<file path="src/clic_defs.svh">
`ifndef CLIC_DEFS_SVH
`define CLIC_DEFS_SVH

// ~~~~~~~~~~~~~~~~~~~~~~~~~~~~~~~~~~~~~~~~~~~~~~~~~~
// sizes
// ~~~~~~~~~~~~~~~~~~~~~~~~~~~~~~~~~~~~~~~~~~~~~~~~~~
`define CLIC_NUM_IRQ 32
`define CLIC_CTL_BITS 8
`define CLIC_ID_W 12

// reported in the information word
`define CLIC_ARCH_VERSION 1
`define CLIC_IMPL_VERSION 2

// ~~~~~~~~~~~~~~~~~~~~~~~~~~~~~~~~~~~~~~~~~~~~~~~~~~
// register map
// ~~~~~~~~~~~~~~~~~~~~~~~~~~~~~~~~~~~~~~~~~~~~~~~~~~
`define CLIC_CFG_ADDR 0
`define CLIC_INFO_ADDR 4
// one word per interrupt from here on
`define CLIC_INT_BASE 4096

`endif

</file>
<file path="src/clic_pkg.sv">
package clic_pkg;

`include "clic_defs.svh"

  typedef logic [31:0] word_t;
  typedef logic [`CLIC_NUM_IRQ-1:0] irq_vec_t;
  // zero means no interrupt
  typedef logic [`CLIC_ID_W-1:0] irq_id_t;
  typedef logic [`CLIC_CTL_BITS-1:0] ctl_t;
  typedef ctl_t [`CLIC_NUM_IRQ-1:0] ctl_array_t;

  // bit 0 selects edge mode, bit 1 picks the falling edge
  typedef logic [1:0] trig_t;
  typedef trig_t [`CLIC_NUM_IRQ-1:0] trig_array_t;

  typedef struct packed {
    logic [1:0] nmbits;
    logic [3:0] nlbits;
    logic       nvbits;
  } clic_cfg_t;

  typedef struct packed {
    logic [1:0] mode;
    trig_t      trig;
    logic       shv;
  } clic_attr_t;

  // write when any strobe bit is set
  typedef struct packed {
    logic       valid;
    word_t      addr;
    word_t      wdata;
    logic [3:0] wstrb;
  } clic_req_t;

  typedef struct packed {
    logic  ready;
    word_t rdata;
  } clic_rsp_t;

  typedef struct packed {
    logic    meip;
    irq_id_t meid;
  } clic_irq_t;

endpackage

</file>
<file path="src/clic_regs.sv">
`timescale 1ns/1ps
`include "clic_defs.svh"

module clic_regs (
  input  logic                  clock,
  input  logic                  reset,
  input  clic_pkg::clic_req_t   req,
  input  clic_pkg::irq_vec_t    ip,
  output clic_pkg::clic_rsp_t   rsp,
  output clic_pkg::trig_array_t trig,
  output clic_pkg::irq_vec_t    ip_wr,
  output logic                  ip_wdata,
  output clic_pkg::irq_vec_t    ie,
  output clic_pkg::ctl_array_t  ctl,
  output logic [3:0]            nlbits
);

  localparam int IDX_W = $clog2(`CLIC_NUM_IRQ);
  localparam clic_pkg::word_t INT_END = `CLIC_INT_BASE + 4 * `CLIC_NUM_IRQ;

  // trigger count is fixed at zero
  localparam clic_pkg::word_t INFO_WORD = {
    1'b0,
    6'd0,
    4'(`CLIC_CTL_BITS),
    4'(`CLIC_ARCH_VERSION),
    4'(`CLIC_IMPL_VERSION),
    13'(`CLIC_NUM_IRQ)
  };

  clic_pkg::clic_cfg_t                     cfg;
  clic_pkg::clic_attr_t [`CLIC_NUM_IRQ-1:0] attr;

  logic             is_write;
  logic             cfg_hit;
  logic             info_hit;
  logic             int_hit;
  logic [IDX_W-1:0] idx;
  clic_pkg::word_t  int_word;
  clic_pkg::word_t  rdata_d;

  // ~~~~~~~~~~~~~~~~~~~~~~~~~~~~~~~~~~~~~~~~~~~~~~~~~~
  // address decode
  // ~~~~~~~~~~~~~~~~~~~~~~~~~~~~~~~~~~~~~~~~~~~~~~~~~~
  always_comb begin
    is_write = |req.wstrb;
    cfg_hit  = req.valid && (req.addr == `CLIC_CFG_ADDR);
    info_hit = req.valid && (req.addr == `CLIC_INFO_ADDR);
    int_hit  = req.valid && (req.addr >= `CLIC_INT_BASE) && (req.addr < INT_END);
    idx      = req.addr[IDX_W+1:2];
  end

  // read view of the addressed interrupt
  always_comb begin
    int_word        = '0;
    int_word[0]     = ip[idx];
    int_word[8]     = ie[idx];
    int_word[16]    = attr[idx].shv;
    int_word[18:17] = attr[idx].trig;
    int_word[23:22] = attr[idx].mode;
    int_word[31:24] = ctl[idx];
  end

  always_comb begin
    rdata_d = '0;
    if (!is_write) begin
      if (cfg_hit) begin
        rdata_d = {25'd0, cfg};
      end else if (info_hit) begin
        rdata_d = INFO_WORD;
      end else if (int_hit) begin
        rdata_d = int_word;
      end
    end
  end

  // pending lives in the gateway, only edge lines take a write
  always_comb begin
    ip_wr = '0;
    if (int_hit && req.wstrb[0] && attr[idx].trig[0]) begin
      ip_wr[idx] = 1'b1;
    end
  end

  assign ip_wdata = req.wdata[0];

  // ~~~~~~~~~~~~~~~~~~~~~~~~~~~~~~~~~~~~~~~~~~~~~~~~~~
  // registers and response
  // ~~~~~~~~~~~~~~~~~~~~~~~~~~~~~~~~~~~~~~~~~~~~~~~~~~
  always_ff @(posedge clock) begin
    if (reset) begin
      cfg  <= '0;
      ie   <= '0;
      attr <= '0;
      ctl  <= '0;
      rsp  <= '0;
    end else begin
      rsp.ready <= cfg_hit | info_hit | int_hit;
      rsp.rdata <= rdata_d;
      // all config fields sit in byte 0
      if (cfg_hit && req.wstrb[0]) begin
        cfg.nmbits <= req.wdata[6:5];
        cfg.nlbits <= req.wdata[4:1];
        cfg.nvbits <= req.wdata[0];
      end
      if (int_hit) begin
        if (req.wstrb[1]) begin
          ie[idx] <= req.wdata[8];
        end
        if (req.wstrb[2]) begin
          attr[idx].shv  <= req.wdata[16];
          attr[idx].trig <= req.wdata[18:17];
          attr[idx].mode <= req.wdata[23:22];
        end
        if (req.wstrb[3]) begin
          ctl[idx] <= req.wdata[31:24];
        end
      end
    end
  end

  always_comb begin
    for (int i = 0; i < `CLIC_NUM_IRQ; i++) begin
      trig[i] = attr[i].trig;
    end
  end

  assign nlbits = cfg.nlbits;

endmodule

</file>
<file path="src/clic_gateway.sv">
`timescale 1ns/1ps
`include "clic_defs.svh"

module clic_gateway (
  input  logic                  clock,
  input  logic                  reset,
  input  clic_pkg::irq_vec_t    irq_lines,
  input  clic_pkg::trig_array_t trig,
  input  clic_pkg::irq_vec_t    ip_wr,
  input  logic                  ip_wdata,
  output clic_pkg::irq_vec_t    ip
);

  clic_pkg::irq_vec_t hist;
  clic_pkg::irq_vec_t rise;
  clic_pkg::irq_vec_t fall;
  clic_pkg::irq_vec_t edge_seen;

  // ~~~~~~~~~~~~~~~~~~~~~~~~~~~~~~~~~~~~~~~~~~~~~~~~~~
  // edge detect against last cycle's inputs
  // ~~~~~~~~~~~~~~~~~~~~~~~~~~~~~~~~~~~~~~~~~~~~~~~~~~
  always_comb begin
    rise = irq_lines & ~hist;
    fall = hist & ~irq_lines;
    for (int i = 0; i < `CLIC_NUM_IRQ; i++) begin
      if (trig[i][1]) begin
        edge_seen[i] = fall[i];
      end else begin
        edge_seen[i] = rise[i];
      end
    end
  end

  always_ff @(posedge clock) begin
    if (reset) begin
      hist <= '0;
    end else begin
      hist <= irq_lines;
    end
  end

  // ~~~~~~~~~~~~~~~~~~~~~~~~~~~~~~~~~~~~~~~~~~~~~~~~~~
  // pending bits
  // ~~~~~~~~~~~~~~~~~~~~~~~~~~~~~~~~~~~~~~~~~~~~~~~~~~
  always_ff @(posedge clock) begin
    if (reset) begin
      ip <= '0;
    end else begin
      for (int i = 0; i < `CLIC_NUM_IRQ; i++) begin
        if (!trig[i][0]) begin
          // level mode tracks the pin
          ip[i] <= irq_lines[i];
        end else if (edge_seen[i]) begin
          // an edge beats a software clear in the same cycle
          ip[i] <= 1'b1;
        end else if (ip_wr[i]) begin
          ip[i] <= ip_wdata;
        end
      end
    end
  end

endmodule

</file>
<file path="src/clic_arbiter.sv">
`timescale 1ns/1ps
`include "clic_defs.svh"

module clic_arbiter (
  input  logic                 clock,
  input  logic                 reset,
  input  clic_pkg::irq_vec_t   ip,
  input  clic_pkg::irq_vec_t   ie,
  input  clic_pkg::ctl_array_t ctl,
  input  logic [3:0]           nlbits,
  output clic_pkg::clic_irq_t  irq
);

  localparam int NUM = `CLIC_NUM_IRQ;

  logic [3:0]           n_level;
  clic_pkg::ctl_t       lvl_mask;
  clic_pkg::ctl_array_t level_d;
  clic_pkg::ctl_array_t prio_d;
  clic_pkg::ctl_array_t level_q;
  clic_pkg::ctl_array_t prio_q;

  clic_pkg::ctl_t    best_level;
  clic_pkg::ctl_t    best_prio;
  clic_pkg::irq_id_t best_id;
  clic_pkg::irq_id_t win_id;

  // ~~~~~~~~~~~~~~~~~~~~~~~~~~~~~~~~~~~~~~~~~~~~~~~~~~
  // stage 1: mask and split into level / priority
  // ~~~~~~~~~~~~~~~~~~~~~~~~~~~~~~~~~~~~~~~~~~~~~~~~~~
  always_comb begin
    if (nlbits > 4'(`CLIC_CTL_BITS)) begin
      n_level = 4'(`CLIC_CTL_BITS);
    end else begin
      n_level = nlbits;
    end
    // ones in the low bits that belong to priority
    lvl_mask = {`CLIC_CTL_BITS{1'b1}} >> n_level;
    level_d  = '0;
    prio_d   = '0;
    // line 0 never requests
    for (int i = 1; i < NUM; i++) begin
      if (ip[i] && ie[i]) begin
        level_d[i] = ctl[i] | lvl_mask;
        prio_d[i]  = ctl[i] | ~lvl_mask;
      end
    end
  end

  always_ff @(posedge clock) begin
    if (reset) begin
      level_q <= '0;
      prio_q  <= '0;
    end else begin
      level_q <= level_d;
      prio_q  <= prio_d;
    end
  end

  // ~~~~~~~~~~~~~~~~~~~~~~~~~~~~~~~~~~~~~~~~~~~~~~~~~~
  // stage 2: linear max scan
  // ~~~~~~~~~~~~~~~~~~~~~~~~~~~~~~~~~~~~~~~~~~~~~~~~~~
  // strict compares keep the lowest id on a full tie
  always_comb begin
    best_level = '0;
    best_prio  = '0;
    best_id    = '0;
    for (int i = 1; i < NUM; i++) begin
      if ((level_q[i] > best_level) ||
          ((level_q[i] == best_level) && (prio_q[i] > best_prio))) begin
        best_level = level_q[i];
        best_prio  = prio_q[i];
        best_id    = clic_pkg::irq_id_t'(i);
      end
    end
  end

  always_ff @(posedge clock) begin
    if (reset) begin
      win_id <= '0;
    end else begin
      win_id <= best_id;
    end
  end

  // output stage
  always_ff @(posedge clock) begin
    if (reset) begin
      irq <= '0;
    end else begin
      irq.meip <= (win_id != '0);
      irq.meid <= win_id;
    end
  end

endmodule

</file>
<file path="src/clic_top.sv">
`timescale 1ns/1ps

module clic_top (
  input  logic                clock,
  input  logic                reset,
  input  clic_pkg::clic_req_t req,
  input  clic_pkg::irq_vec_t  irq_lines,
  output clic_pkg::clic_rsp_t rsp,
  output clic_pkg::clic_irq_t irq
);

  clic_pkg::trig_array_t trig;
  clic_pkg::irq_vec_t    ip_wr;
  logic                  ip_wdata;
  clic_pkg::irq_vec_t    ip;
  clic_pkg::irq_vec_t    ie;
  clic_pkg::ctl_array_t  ctl;
  logic [3:0]            nlbits;

  // bus side and register file
  clic_regs i_clic_regs (
    .clock    (clock),
    .reset    (reset),
    .req      (req),
    .ip       (ip),
    .rsp      (rsp),
    .trig     (trig),
    .ip_wr    (ip_wr),
    .ip_wdata (ip_wdata),
    .ie       (ie),
    .ctl      (ctl),
    .nlbits   (nlbits)
  );

  clic_gateway i_clic_gateway (
    .clock     (clock),
    .reset     (reset),
    .irq_lines (irq_lines),
    .trig      (trig),
    .ip_wr     (ip_wr),
    .ip_wdata  (ip_wdata),
    .ip        (ip)
  );

  // three cycles from ip to irq
  clic_arbiter i_clic_arbiter (
    .clock  (clock),
    .reset  (reset),
    .ip     (ip),
    .ie     (ie),
    .ctl    (ctl),
    .nlbits (nlbits),
    .irq    (irq)
  );

endmodule

</file>
<file path="config.mk">
export PLATFORM = sky130hd
export DESIGN_NAME = clic_top
export DESIGN_NICKNAME = d
export VERILOG_FILES = /design/src/clic_pkg.sv /design/src/clic_regs.sv /design/src/clic_gateway.sv /design/src/clic_arbiter.sv /design/src/clic_top.sv
export VERILOG_INCLUDE_DIRS = /design/src
export SDC_FILE = /design/constraint.sdc
export NUM_CORES = 2
export LEC_CHECK = 0
export BUFFER_PORTS_ARGS = -buffer_cell sky130_fd_sc_hd__buf_4
export CORE_ASPECT_RATIO = 1.5
export CORE_UTILIZATION = 51
export DETAILED_ROUTE_END_ITERATION = 10
export MAX_ROUTING_LAYER = met4
export PLACE_DENSITY = 0.7
export SLEW_MARGIN = 20
export SYNTH_ARGS = -nofsm -noshare
export SYNTH_HDL_FRONTEND = slang
export SYNTH_HIERARCHICAL = 1
export SYNTH_SLANG_ARGS = --single-unit
export TNS_END_PERCENT = 50
</file>
<file path="constraint.sdc">
create_clock -name clock -period 61.1 [get_ports clock]
set_input_delay 12.22 -clock clock [delete_from_list [all_inputs] [get_ports clock]]
set_output_delay 12.22 -clock clock [all_outputs]
set_load 0.01 [all_outputs]
</file>
==> impl_metrics.csv <==
group,metric,value,unit
outcome,outcome,"complete, no violations",
floorplanning,core-area,114300,µm²
setup_path,critPathSlowestCell,"or4_4",
synth,synthFlopType,"dfxtp_1",
power_and_ir_drop,powerDensity,19.30,nW/µm²
setup_path,critPathRequiredTime,61.61,ns
clock_network,cts_buffers,102,
route,routedWlPerCell,22.78,µm
finish,multi_input_area,36790,µm²
placed_design,portBuffers,120,
sta,post-route-min-period,59.75,ns
global_routing,grt_max_degree,114,
finish,nFillCells,9271,
power_and_ir_drop,ir_drop,0.02751,mV
route,drt_iter0_drc,3990,
clock_network,path_clk_slew,0.06,ns
finish,final_layout_size_suffix_gt1_share,24.81,%
synth,synth_area_leaders,"dfxtp_1, nor2_1, mux2i_1",
sta,skew,0.05565,ns
sta,slew_headroom,4.496,%
setup_path,end_kind,"flop",
finish,final_common_cell,"nor2_1",
synth,avgSynthCellArea,8.690,µm²
global_routing,grt_pass1_wl,297500,µm
route,routed_wl,204300,µm
global_routing,overflow,0,
sta,worst_pin_slew,1.419,ns
route,drc,0,
sta,final_hold_viol_count,0,
global_routing,antenna_found_initial,2,
placed_design,dp_hpwl,149400,µm
clock_network,cts_buffer_depth,3,
sta,rsz0062_at_grt,"yes",
sta,finalCritPeriodShare,97.79,%
route,first_pass_iters,6,
setup_path,crit_path_max_fanout,15,
floorplanning,die-area,116500,µm²
global_routing,track_usage,34.41,%
synth,synthesis.area,58720,µm²
synth,async_flop_share,0,%
clock_network,insertion_delay,0.72,ns
finish,mostFrequentLayoutCells,"nor2_1, dfxtp_1, buf_4",
synth,ys_seq_elements,1049,
synth,ys_seq_area_share,35.76,%
floorplanning,die_w,279.1,µm
floorplanning,die_y,417.6,µm
sta,slew_violations,0,
hold_path,min_path_type,"flop to flop",
setup_path,arrival,60.26,ns
route,wl_met2,99340,µm
floorplanning,num_rows,152,
setup_path,crit_buf_inv,68,
placed_design,place_inst,8657,
synth,synth_top_area_cell,"dfxtp_1",
placed_design,gp_congestion,1.010,
power_and_ir_drop,power.leakage,0.03079,µW
job,max_cap_viol_count,0,
sta,max_freq,16.74,MHz
setup_path,cpLargestDelayFamily,"compound AO/OA/AOI/OAI gates",
setup_path,critPathKind,"flop to flop",
finish,final_net_count,7901,
floorplanning,initial_core_util,51.37,%
route,met1_length,70330,µm
route,ant_nets,0,
clock_network,htree_num_levels,3,
route,dr.max_layer_used,"met4",
route,routed_via_density,5.856,
finish,fin_cells,8967,
floorplanning,io_pins,149,
clock_network,cts_sinks,1049,
finish,ff_latch_area,21010,µm²
route,dr_wl_met3,12900,µm
synth,synth.distinct_cells,111,
setup_path,critical_path.max_stage_delay,0.54,ns
synth,synth_warnings,6,
clock_network,cts_root_buf,"clkbuf_16",
global_routing,grt_pass1_vias,51627,
finish,area.growth.synth_to_final,22.84,%
clock_network,cts_tree,"built",
route,vias,52512,
setup_path,path_common_cell,"o21ai_1",
finish,finish.utilization,63.10,%
setup_path,crit_path_start_kind,"flop",
synth,synth_top_area_share,35.76,%
synth,synthCells,6757,
synth,synth_edf_count,0,
clock_network,cts_hold_buffers,0,
sta,finalSetupViolations,0,
-- registers in the layout, summed over array words and instances, names as in the netlist, 6 cells and up --
register and flops:
i_clic_arbiter/irq 6, i_clic_arbiter/level_q 248, i_clic_arbiter/prio_q 248, i_clic_gateway/hist 32
i_clic_gateway/ip 32, i_clic_regs/attr 96, i_clic_regs/ctl 256, i_clic_regs/ie 32
i_clic_regs/rsp 23, i_clic_regs/trig 64
-- worst paths after layout --
path	to	slack [ns]	start	cells after the start
max	i_clic_arbiter/win_id[3]$_SDFF_PP0_	1.35	i_clic_arbiter/prio_q[13]$_SDFF_PP0_	363
min	i_clic_regs/rsp[6]$_SDFF_PP0_	0.45	i_clic_regs/cfg[6]$_SDFFE_PP0P_	1
max reg2reg	i_clic_arbiter/win_id[3]$_SDFF_PP0_	1.35	i_clic_arbiter/prio_q[13]$_SDFF_PP0_	363
min reg2reg	i_clic_regs/rsp[6]$_SDFF_PP0_	0.45	i_clic_regs/cfg[6]$_SDFFE_PP0P_	1
-- worst register-to-register path, delay by kind of cell (launching register included) --
family / cells / cell delay [ns]
AO/OA/AOI/OAI: 142 / 22.55
adder cells (fa/ha/maj): 33 / 8.87
buffers and inverters: 68 / 8.78
flip-flops: 1 / 0.35
multiplexers: 18 / 5.17
AND/OR/NAND/NOR: 102 / 14.00
-- cell type report --
cell class	instances	area share, %
inverter	396	2.061
clock inverter	38	0.8118
sequential	1049	29.13
antenna	3	0.01041
timing repair buffer	915	10.34
tap	1540	2.671
clock buffer	145	3.971
multi-input combinational	4881	51.01
-- logic make-up after synthesis --
kind of cell | share of synthesized area (%)
AOI/OAI and AO/OA | 11.11
buffers and inverters | 6.130
adders and majority gates | 9.772
other | 0.01279
DFF | 35.76
and+or+nand+nor | 19.80
xor gates and xnor gates | 0.2088
muxes | 17.20
-- cell usage after synthesis (30+ instances only) --
cell type,count
nand4_1,130
a32o_1,33
buf_1,31
o21ai_1,38
nand3_1,61
mux2i_1,582
a21oi_1,278
ha_1,453
clkbuf_1,294
mux2_2,180
inv_1,394
o21ai_0,252
o21a_1,58
dfxtp_1,1049
nor3_1,30
nor2_1,1610
buf_4,88
a21o_1,84
a22oi_1,34
mux4_2,96
nand2b_1,78
nor2b_1,136
nand2_1,258
nand3b_1,37
nor4_4,33
-- repair_timing --
item / 4_1_cts / 5_1_grt
cloned: 3 / 8
endpoints found under the setup margin: 5 / 5
pin swaps: 25 / 254
endpoints found under the hold margin: 0 / 0
resized for setup: 127 / 525
setup buffers: 9 / 111
-- metrics by stage --
stage | hold WS (ns) | worst slack (ns) | total power, µW | setup TNS [ns] | instance area [µm²]
after floorplan | 0.4255 | 0.06708 | 729.9 | 0 | 58870
after global placement | 0.4348 | -1.749 | 744.8 | -7.586 | 64830
after detailed placement | 0.4387 | -2.429 | 745.4 | -11.06 | 64830
after CTS | 0.4525 | 0.01940 | 1395 | 0 | 68910
after global routing | 0.4789 | -1.766 | 1426 | -7.989 | 72130
final | 0.4463 | 1.348 | 1392 | 0 | 72130
-- layer usage --
| metal | track usage, % | up-vias |
|---|---|---|
| li1 | - | 24434 |
| met1 | 34.29 | 25040 |
| met2 | 58.54 | 2199 |
| met3 | 4.685 | 839 |
| met4 | 31.12 | 0 |
| met5 | - | - |
-- report_power, final --
| part | total (µW) | switching, µW | leakage (µW) | internal, µW |
|---|---|---|---|---|
| sequential | 688 | 1.64 | 0.00847 | 686 |
| clock | 660 | 289 | 0.00167 | 371 |
| combinational | 44.3 | 31.1 | 0.0207 | 13.1 |
Power figures use the tool's default switching activity.
